--- config.mk ---
export PLATFORM = sky130hd
export DESIGN_NAME = az_modulator
export DESIGN_NICKNAME = d
export VERILOG_FILES = /design/src/logic/az_pkg.sv /design/src/logic/az_ctrl_if.sv /design/src/logic/phase_timer.sv /design/src/logic/az_sequencer.sv /design/src/logic/switch_driver.sv /design/src/logic/az_modulator.sv
export VERILOG_INCLUDE_DIRS = /design/src /design/src/logic
export SDC_FILE = /design/constraint.sdc
export NUM_CORES = 1
export LEC_CHECK = 0
export ABC_AREA = 1
export BUFFER_PORTS_ARGS = -buffer_cell sky130_fd_sc_hd__buf_2
export CORE_MARGIN = 1.5
export CORE_UTILIZATION = 55
export CTS_CLUSTER_SIZE = 30
export DETAILED_ROUTE_END_ITERATION = 10
export GPL_TIMING_DRIVEN = 0
export PLACE_DENSITY = 0.76
export SLEW_MARGIN = 20
export SYNTH_ARGS = -nofsm -noshare
export SYNTH_HDL_FRONTEND = slang
export SYNTH_SLANG_ARGS = --single-unit
export TNS_END_PERCENT = 50
--- constraint.sdc ---
create_clock -name clk -period 3.8 [get_ports clk]
set_clock_uncertainty 0.1 [all_clocks]
set_input_delay 0.57 -clock clk [delete_from_list [all_inputs] [get_ports clk]]
set_output_delay 0.57 -clock clk [all_outputs]
set_load 0.02 [all_outputs]
--- src/logic/az_consts.svh ---
// width, mux code, break length and minimum phase macros for the auto-zero modulator
`ifndef AZ_CONSTS_SVH
`define AZ_CONSTS_SVH

// phase duration in clock cycles
`define AZ_DUR_W 24

// input mux select, one of eight analog sources
`define AZ_MUX_W 3

// s1 is the precharge output (PC-OUT)
`define AZ_MUX_PC_OUT 0

// s8 is the 4.7k to star ground
`define AZ_MUX_ZERO 7

// cycles the mux stays disabled before a new selection
`define AZ_BREAK_CYCLES 2

// shortest phase accepted, kept above the break length
`define AZ_MIN_DUR 4

// monitor vector and its cycle count field
`define AZ_MON_W 7
`define AZ_CYC_W 5

`endif

--- src/logic/az_pkg.sv ---
// phase and state enums plus vector typedefs for the auto-zero modulator
`include "az_consts.svh"

package az_pkg;

  // one phase duration, counted in clocks
  typedef logic [`AZ_DUR_W-1:0] dur_t;

  // analog mux select code
  typedef logic [`AZ_MUX_W-1:0] mux_sel_t;

  // completed auto-zero cycles, wraps
  typedef logic [`AZ_CYC_W-1:0] cyc_cnt_t;

  // {cycle count, zero phase, signal phase}
  typedef logic [`AZ_MON_W-1:0] mon_vec_t;

  // which analog phase the front end is in
  typedef enum logic [1:0] {
    phase_none   = 2'd0,  // only seen straight after reset
    phase_signal = 2'd1,  // precharge switch closed, mux on PC-OUT
    phase_zero   = 2'd2   // switch open, mux on star ground
  } az_phase_e;

  // sequencer states, each phase has a one-cycle start and a hold
  typedef enum logic [2:0] {
    st_idle       = 3'd0,
    st_sig_start  = 3'd1,
    st_sig_hold   = 3'd2,
    st_zero_start = 3'd3,
    st_zero_hold  = 3'd4
  } az_state_e;

endpackage

--- src/logic/az_ctrl_if.sv ---
// interface between sequencer, phase timer and switch driver, with modports
`timescale 1ns/1ps

interface az_ctrl_if
  import az_pkg::*;
();

  logic      load;         // pulse, start counting a new phase
  dur_t      load_value;   // clamped duration for that phase
  logic      expired;      // timer has reached zero
  az_phase_e phase;        // current phase from the sequencer register
  logic      phase_start;  // pulse, a new phase begins

  // sequencer owns the phase and the timer load
  modport seq_mp (
    output load,
    output load_value,
    output phase,
    output phase_start,
    input  expired
  );

  // count-down timer
  modport timer_mp (
    input  load,
    input  load_value,
    output expired
  );

  // switch and mux output stage only follows the phase
  modport drv_mp (
    input phase,
    input phase_start
  );

endinterface

--- src/logic/phase_timer.sv ---
// phase_timer: loadable count-down timer with an expiry flag
`timescale 1ns/1ps

module phase_timer
  import az_pkg::*;
(
  input logic       clk,
  input logic       reset,  // async, active high
  az_ctrl_if.timer_mp ctrl
);

  dur_t count;  // cycles left in the current phase

  // counting down lets the end test be a simple compare to zero
  always_ff @(posedge clk or posedge reset)
  begin
    if (reset)
    begin
      count <= '0;
    end
    else if (ctrl.load)
    begin
      count <= ctrl.load_value;  // new phase length
    end
    else if (count != '0)
    begin
      count <= count - 1'b1;  // sticks at zero until reloaded
    end
  end

  // a pending load hides the old zero so the hold state never sees a stale expiry
  assign ctrl.expired = (count == '0) && !ctrl.load;

endmodule

--- src/logic/az_sequencer.sv ---
// az_sequencer: signal and zero phase FSM, cycle counter and monitor vector
`timescale 1ns/1ps
`include "az_consts.svh"

module az_sequencer
  import az_pkg::*;
(
  input  logic     clk,
  input  logic     reset,        // async, active high
  input  dur_t     reset_dur,    // signal phase length
  input  dur_t     settle_dur,   // zero phase length
  az_ctrl_if.seq_mp ctrl,
  output mon_vec_t vec_monitor
);

  az_state_e state;
  az_state_e state_nxt;
  az_phase_e phase_q;    // phase in force, also feeds the driver
  az_phase_e phase_nxt;
  cyc_cnt_t  cyc_cnt;    // completed signal+zero cycles
  cyc_cnt_t  cyc_nxt;
  dur_t      dur_nxt;    // duration sampled in a start state
  logic      in_start;   // one-cycle start state of either phase

  // raise short durations to the floor, the break must fit inside a phase
  function automatic dur_t clamp_dur(input dur_t d);
    dur_t floor_d;
    floor_d = dur_t'(`AZ_MIN_DUR);
    return (d < floor_d) ? floor_d : d;
  endfunction

  // everything a start state sets up, shared so both phases are built the same way
  function automatic void start_phase(
    input  az_phase_e ph,
    input  dur_t      sig_d,
    input  dur_t      zero_d,
    output az_state_e nxt,
    output az_phase_e ph_out,
    output dur_t      dur
  );
    ph_out = ph;
    if (ph == phase_signal)
    begin
      nxt = st_sig_hold;
      dur = clamp_dur(sig_d);
    end
    else
    begin
      nxt = st_zero_hold;
      dur = clamp_dur(zero_d);
    end
  endfunction

  always_comb
  begin
    state_nxt = state;
    phase_nxt = phase_q;
    cyc_nxt   = cyc_cnt;
    dur_nxt   = '0;  // only meaningful with load
    case (state)
      st_idle:
        state_nxt = st_sig_start;  // one cycle after reset, then run
      st_sig_start:
        start_phase(phase_signal, reset_dur, settle_dur, state_nxt, phase_nxt, dur_nxt);
      st_sig_hold:
        if (ctrl.expired)
          state_nxt = st_zero_start;
      st_zero_start:
        start_phase(phase_zero, reset_dur, settle_dur, state_nxt, phase_nxt, dur_nxt);
      st_zero_hold:
        if (ctrl.expired)
        begin
          state_nxt = st_sig_start;
          cyc_nxt   = cyc_cnt + 1'b1;  // a full auto-zero cycle is done, wraps
        end
      default:
        state_nxt = st_idle;
    endcase
  end

  always_ff @(posedge clk or posedge reset)
  begin
    if (reset)
    begin
      state   <= st_idle;
      phase_q <= phase_none;
      cyc_cnt <= '0;
    end
    else
    begin
      state   <= state_nxt;
      phase_q <= phase_nxt;
      cyc_cnt <= cyc_nxt;
    end
  end

  assign in_start = (state == st_sig_start) || (state == st_zero_start);

  // load and phase_start are the same pulse, the timer and driver both key off it
  assign ctrl.load        = in_start;
  assign ctrl.phase_start = in_start;
  assign ctrl.load_value  = dur_nxt;
  assign ctrl.phase       = phase_q;

  // bit 0 signal, bit 1 zero, count above
  assign vec_monitor = {cyc_cnt, phase_q == phase_zero, phase_q == phase_signal};

endmodule

--- src/logic/switch_driver.sv ---
// switch_driver: precharge switch and input mux outputs with break-before-make
`timescale 1ns/1ps
`include "az_consts.svh"

module switch_driver
  import az_pkg::*;
(
  input  logic     clk,
  input  logic     reset,          // async, active high
  az_ctrl_if.drv_mp ctrl,
  output logic     sig_pc_sw_ctl,  // 1 closes the precharge switch
  output mux_sel_t mux_az,         // analog mux select
  output logic     mux_en          // mux enable, low during the break
);

  localparam int BRK_W = $clog2(`AZ_BREAK_CYCLES + 1);

  logic [BRK_W-1:0] brk_cnt;  // break cycles still to run, 0 when idle

  // switch state for a phase, anything but signal leaves it open
  function automatic logic sw_for(input az_phase_e ph);
    return (ph == phase_signal);
  endfunction

  // mux code for a phase
  function automatic mux_sel_t mux_for(input az_phase_e ph);
    if (ph == phase_signal)
      return mux_sel_t'(`AZ_MUX_PC_OUT);
    return mux_sel_t'(`AZ_MUX_ZERO);
  endfunction

  always_ff @(posedge clk or posedge reset)
  begin
    if (reset)
    begin
      sig_pc_sw_ctl <= 1'b0;
      mux_az        <= mux_sel_t'(`AZ_MUX_ZERO);  // park on star ground
      mux_en        <= 1'b0;
      brk_cnt       <= '0;
    end
    else if (ctrl.phase_start)
    begin
      mux_en  <= 1'b0;  // break first
      brk_cnt <= BRK_W'(`AZ_BREAK_CYCLES);
    end
    else if (brk_cnt != '0)
    begin
      brk_cnt <= brk_cnt - 1'b1;
      if (brk_cnt == BRK_W'(1))
      begin
        // last break cycle, phase register has the new value by now
        sig_pc_sw_ctl <= sw_for(ctrl.phase);
        mux_az        <= mux_for(ctrl.phase);
        mux_en        <= 1'b1;  // make
      end
    end
  end

endmodule

--- src/logic/az_modulator.sv ---
// az_modulator: top level joining sequencer, phase timer and switch driver
`timescale 1ns/1ps

module az_modulator
  import az_pkg::*;
(
  input  logic     clk,
  input  logic     reset,          // async, active high
  input  dur_t     reset_dur,      // signal phase length in clocks
  input  dur_t     settle_dur,     // zero phase length in clocks
  output logic     sig_pc_sw_ctl,  // precharge switch
  output mux_sel_t mux_az,         // input mux select
  output logic     mux_en,         // input mux enable
  output mon_vec_t vec_monitor     // {cycle count, zero, signal}
);

  // control bundle between the three blocks
  az_ctrl_if ctrl_if ();

  // phase FSM, owns the timer load and the monitor
  az_sequencer az_sequencer_i (
    .clk         (clk),
    .reset       (reset),
    .reset_dur   (reset_dur),
    .settle_dur  (settle_dur),
    .ctrl        (ctrl_if.seq_mp),
    .vec_monitor (vec_monitor)
  );

  // counts each phase down
  phase_timer phase_timer_i (
    .clk   (clk),
    .reset (reset),
    .ctrl  (ctrl_if.timer_mp)
  );

  // analog side outputs
  switch_driver switch_driver_i (
    .clk           (clk),
    .reset         (reset),
    .ctrl          (ctrl_if.drv_mp),
    .sig_pc_sw_ctl (sig_pc_sw_ctl),
    .mux_az        (mux_az),
    .mux_en        (mux_en)
  );

endmodule

## Word level (Yosys, flattened, before mapping)

Cells that the tools add are included.

- Logic and storage cells: 58
- Output and inout bits: 12
- Bits in registers: 41
- Input port bits: 50

- Magnitude comparators: 2
- Add/sub/neg operators: 3
- Equal/unequal tests: 9
- Reduce and logical (&&, ||, !) cells: 15
- Multiplexer cells: 20
- Bitwise gates (word level): 1

Operators by type and width:

| cell | number |
|---|---|
| 2-to-1 mux 24 bit | 4 |
| < comparator 24 x 3 -> 1 bit (second input constant) | 2 |
| case mux 24 bit (2 select lines) | 1 |
| zero test 24 bit | 1 |
| nonzero test 24 bit | 1 |
| subtractor 24 x 1 -> 24 bit (second input constant) | 1 |
| case mux 3 bit (5 select lines) | 1 |
| 2-to-1 mux 3 bit | 4 |
| nonzero test 2 bit | 5 |
| 2-to-1 mux 1 bit | 7 |
| == test 3 x 2 -> 1 bit (second input constant) | 2 |
| AND reduction 2 bit | 3 |
| adder 5 x 1 -> 5 bit (second input constant) | 1 |
| == test 2 x 1 -> 1 bit (second input constant) | 2 |
| 2-to-1 mux 2 bit | 2 |
| inequality test 2 x 1 -> 1 bit (second input constant) | 2 |
| case mux 2 bit (2 select lines) | 1 |
| == test 3 x 1 -> 1 bit (second input constant) | 1 |
| == test 3 bit (second input constant) | 1 |
| zero test 3 bit | 1 |
| AND reduction 3 bit | 1 |
| == test 2 bit (second input constant) | 1 |
| subtractor 2 x 1 -> 2 bit (second input constant) | 1 |
| logical AND 1 bit | 1 |
| 3 further kinds | 3 |

## Depth between registers and ports, before layout

- Depth in word-level cells: 6
- Depth in mapped cells: 12
- Depth with buffers taken out: 12

## Hierarchy

From an unflattened synthesis, not the netlist that was laid out.

- Cells, all modules: 422
- Area total of the unflattened synthesis: 2,981.6 um^2

By module, submodules not included:

| module | seq. area each (um^2) | area each (um^2) | cells an instance | instances |
|---|---|---|---|---|
| phase_timer | 600.6 | 1,778.0 | 258 | 1 |
| az_sequencer | 250.2 | 929.6 | 129 | 1 |
| switch_driver | 126.4 | 274.0 | 35 | 1 |

## Worst setup path before layout

No wires, ideal clock.

- Kind: register -> register
- From: reg phase_timer_i.count[0]
- To: reg phase_timer_i.count[11]
- Required time: 3,576 ps
- Path slack: 2,210 ps
- Data arrival time: 1,366 ps
- Path buffers: 1
- Stages on the path, launching flop included: 11
- Library setup time: 124 ps
- Period minus slack after synthesis: 1,590 ps
- Cells stage by stage: dfrtp_1 -> inv_1 -> ha_1 -> inv_1 -> nor2_1 -> nand2_1 -> nor2_1 -> nand3_4 -> clkinv_4 -> buf_8 -> a21oi_2

- Longest elaborated chain between the ends: 3
- Elaborated cells on any way between the ends: 5
- Classes of those cells: add/sub: 1; mux: 2; reduce/logical: 2

Ends and longest elaborated chain:

| element | RTL line | text |
|---|---|---|
| start: declaration | phase_timer.sv:12 | `dur_t count;` |
| start signal: assignment | phase_timer.sv:23 | `count <= ctrl.load_value;` |
| start signal: assignment | phase_timer.sv:27 | `count <= count - 1'b1;` |
| subtractor 24 x 1 -> 24 bit | phase_timer.sv:27 |  |
| 2-to-1 mux 24 bit | phase_timer.sv:25 | `else if (count != '0)` |
| 2-to-1 mux 24 bit | phase_timer.sv:21 | `else if (ctrl.load)` |

Several ways; a longest one is shown, not always the timed one. The select of a mux whose other input is x is not followed.
A chain may end at the register's enable or synchronous reset.

## Final worst setup path

- From: reg phase_timer_i.count[0]
- To: reg phase_timer_i.count[19]

Same word-level chain as after synthesis.

==> results.json <==
{
  "worst-path-max-fanout": 10,
  "dominantRegCellSynth": "dfrtp_1",
  "nets": 542,
  "internal_power_w": 0.00124,
  "floorplan.core_area_um2": 5110,
  "grt_setup_unrepaired": "no",
  "placement.cell_area_um2": 3320,
  "finalSetupViolCount": 0,
  "placed_wire_length_estimate_um": 6150,
  "cts-hold-fix-buffers": 0,
  "power.switching_fraction": 0.485,
  "clk_pin_slew_worst_paths_ns": 0.09,
  "pwr-share-clk": 0.132,
  "global_route.usage.total": 0.294,
  "seq_area_frac_synth": 0.336,
  "num-fill-cells": 486,
  "met1_length_um": 3250,
  "num_rows": 26,
  "totalNegativeSetupSlack_ns": 0,
  "avgSynthCellArea_um2": 6.96,
  "share_seq_of_total_power": 0.325,
  "cts-buffers-inserted": 5,
  "cts_post_setup_buffers_inserted": 0,
  "synthesis.yosys.warnings": 0,
  "total_met2_wirelength_after_detailed_routing_um": 3900,
  "clock.fmax_mhz": 545,
  "chipHeight_um": 75.7,
  "final_area_um2": 3430,
  "cts_resized": 0,
  "yosys_register_bits": 39,
  "outcome": "complete, no violations",
  "first_global_vias": 2763,
  "routed_wl_um": 7770,
  "numPortBuffers": 61,
  "critical_path_required_ns": 3.88,
  "cts-root-buf": "clkbuf_8",
  "route.detailed.vias_per_inst": 5.31,
  "postSynthCellCount": 418,
  "worst_skew_pair.late_latency_ns": 0.30,
  "power.share.combinational": 0.543,
  "worst_slew_pin_slew_ns": 0.537,
  "routed-via-count": 2964,
  "route.antenna.remaining_nets": 0,
  "syn-cell-area_um2": 2910,
  "final-hold-violation-count": 0,
  "drive_above_1_share": 0.252,
  "synth-edff-count": 0,
  "slew_viol_final": 0,
  "clock_sink_count": 39,
  "ir_drop_v": 0.000438,
  "synth-async-reset-ratio": 1.00,
  "post-route-period-util": 0.483,
  "clockBufferDepth": 2,
  "switching_power_w": 0.00117,
  "globalplace.congestion": 0.911,
  "die_width_um": 75.7,
  "area_growth_pct": 17.8,
  "cts_tree": "yes",
  "topRoutingLayerUsed": "met4",
  "wl_per_cell_um": 13.9,
  "critPathKind": "reg -> reg",
  "grt_pass1_wl_um": 12400,
  "io_pins": 62,
  "drt_iter0_drc": 240,
  "yosys_cell_types": 39,
  "postSynthNetCount": 473,
  "antenna_found_initial": 0,
  "die-area_um2": 5740,
  "route.met3.wl_um": 429,
  "drc": 0,
  "insertedDiodeCount": 0,
  "min_period_ns": 1.83,
  "setup.worst_path.start_class": "register",
  "initial_utilization": 0.570,
  "grt_max_degree": 32,
  "power_density_nw_per_um2": 704,
  "max_cap_violations": 0,
  "first_pass_iters": 5,
  "leakagePower_nw": 1.72,
  "htree_num_levels": 2,
  "setup.worst_path.end_class": "register",
  "worst-endpoint-arrival_ns": 1.91,
  "worst_hold_path_type": "in -> async",
  "timing.max_slew.rel_slack": 0.642,
  "grt_overflow": 0
}
-- per-layer routing --
metal	track usage	up-vias
met5	0	-
met4	0.133	0
met3	0.0582	20
met2	0.488	95
met1	0.369	1365
li1	-	1484
-- cells by family after synthesis --
family / count (synthesis) / synth area share
AO/OA/AOI/OAI: 59 / 0.133
XOR/XNOR: 6 / 0.0181
adder cells (fa/ha/maj): 5 / 0.0215
buffers and inverters: 65 / 0.0993
flip-flops: 39 / 0.336
AND/OR/NAND/NOR: 244 / 0.392
-- worst max-delay path, cell delays in order, from the launching register on --
cell	delay, ns
dfrtp_1	0.38
inv_1	0.13
ha_1	0.21
inv_1	0.07
nor2_1	0.08
nand2_1	0.05
nor2_1	0.18
nand3_4	0.16
clkinv_4	0.14
buf_8	0.17
a21oi_2	0.04
-- final timing paths --
check,from,end,slack (ns),cells past startpoint
max reg2reg,phase_timer_i.count[0],phase_timer_i.count[19],1.97,10
min in group clk,switch_driver_i.mux_en,switch_driver_i.mux_en,0.38,2
min reg2reg,switch_driver_i.mux_en,switch_driver_i.mux_en,0.38,2
max,phase_timer_i.count[0],phase_timer_i.count[19],1.97,10
max in group asynchronous,reset,switch_driver_i.mux_az[1],3.00,3
min,reset,phase_timer_i.count[13],0.07,2
-- Yosys cell counts (2+ instances only) --
cell type / count / share of area
a21oi_1: 15 / 0.026
a21oi_2: 10 / 0.030
a22oi_1: 16 / 0.041
a31oi_1: 4 / 0.0086
buf_2: 2 / 0.0034
buf_4: 5 / 0.013
dfrtp_1: 38 / 0.33
ha_1: 5 / 0.021
inv_1: 51 / 0.066
inv_2: 3 / 0.0039
nand2_1: 102 / 0.13
nand2_2: 3 / 0.0064
nand3_1: 27 / 0.046
nand4_1: 13 / 0.028
nor2_1: 69 / 0.089
nor2_2: 10 / 0.021
nor2_4: 7 / 0.027
nor3_1: 3 / 0.0052
o21ai_0: 9 / 0.015
or2_2: 3 / 0.0064
xnor2_1: 2 / 0.0060
xor2_1: 4 / 0.012
-- sequential cells by signal (all words and copies together), names as in the netlist --
signal	count
switch_driver_i.mux_az	1
az_sequencer_i.cyc_cnt	5
az_sequencer_i.state	3
switch_driver_i.sig_pc_sw_ctl	1
switch_driver_i.mux_en	1
switch_driver_i.brk_cnt	2
phase_timer_i.count	24
az_sequencer_i.ctrl.phase	2
-- layout make-up --
type	count	area, µm²	share of cell area
buffer	10	77.6	0.0226
clock buffer	7	96.3	0.0281
clock inverter	1	7.51	0.00219
inverter	55	211	0.0617
multi-input combinational	314	1640	0.480
sequential	39	977	0.285
tap	70	87.6	0.0256
timing repair buffer	62	325	0.0949
-- stage by stage --
step	std cells	total power [W]	hold WS, ns	worst slack, ns	utilization
after floorplan	418	0.00176	0.381	2.21	-
after global placement	549	0.00205	0.359	1.64	0.647
after detailed placement	550	0.00209	0.366	1.99	0.651
after CTS	558	0.00241	0.0812	1.97	0.671
after global routing	558	0.00263	0.0905	1.80	0.671
final	558	0.00241	0.0737	1.97	0.671
-- layout by cell type (no fill, tap or decap), types with 2 or more instances in the layout --
cell	synthesis	final
nand4_1	13	13
a21oi_2	10	10
a21oi_1	15	15
buf_2	2	63
nand2_1	102	102
xor2_1	4	4
inv_1	51	50
dfrtp_1	38	38
xnor2_1	2	2
nand3_1	27	27
nor2_1	69	69
a22oi_1	16	16
o21ai_0	9	9
buf_4	5	5
clkbuf_8	0	7
nor2_2	10	10
ha_1	5	5
nor3_1	3	3
nand2_2	3	3
a31oi_1	4	4
or2_2	3	3
nor2_4	7	7
inv_2	3	4
-- power groups by stage --
stage | sequential (W) | clock [W] | combinational [W]
2_1_floorplan | 0.000760 | 0 | 0.00100
3_3_place_gp | 0.000782 | 0 | 0.00127
3_5_place_dp | 0.000790 | 0 | 0.00130
4_1_cts | 0.000782 | 0.000325 | 0.00131
5_1_grt | 0.000810 | 0.000343 | 0.00147
6_report | 0.000783 | 0.000319 | 0.00131
(Power assumes the default switching activity.)
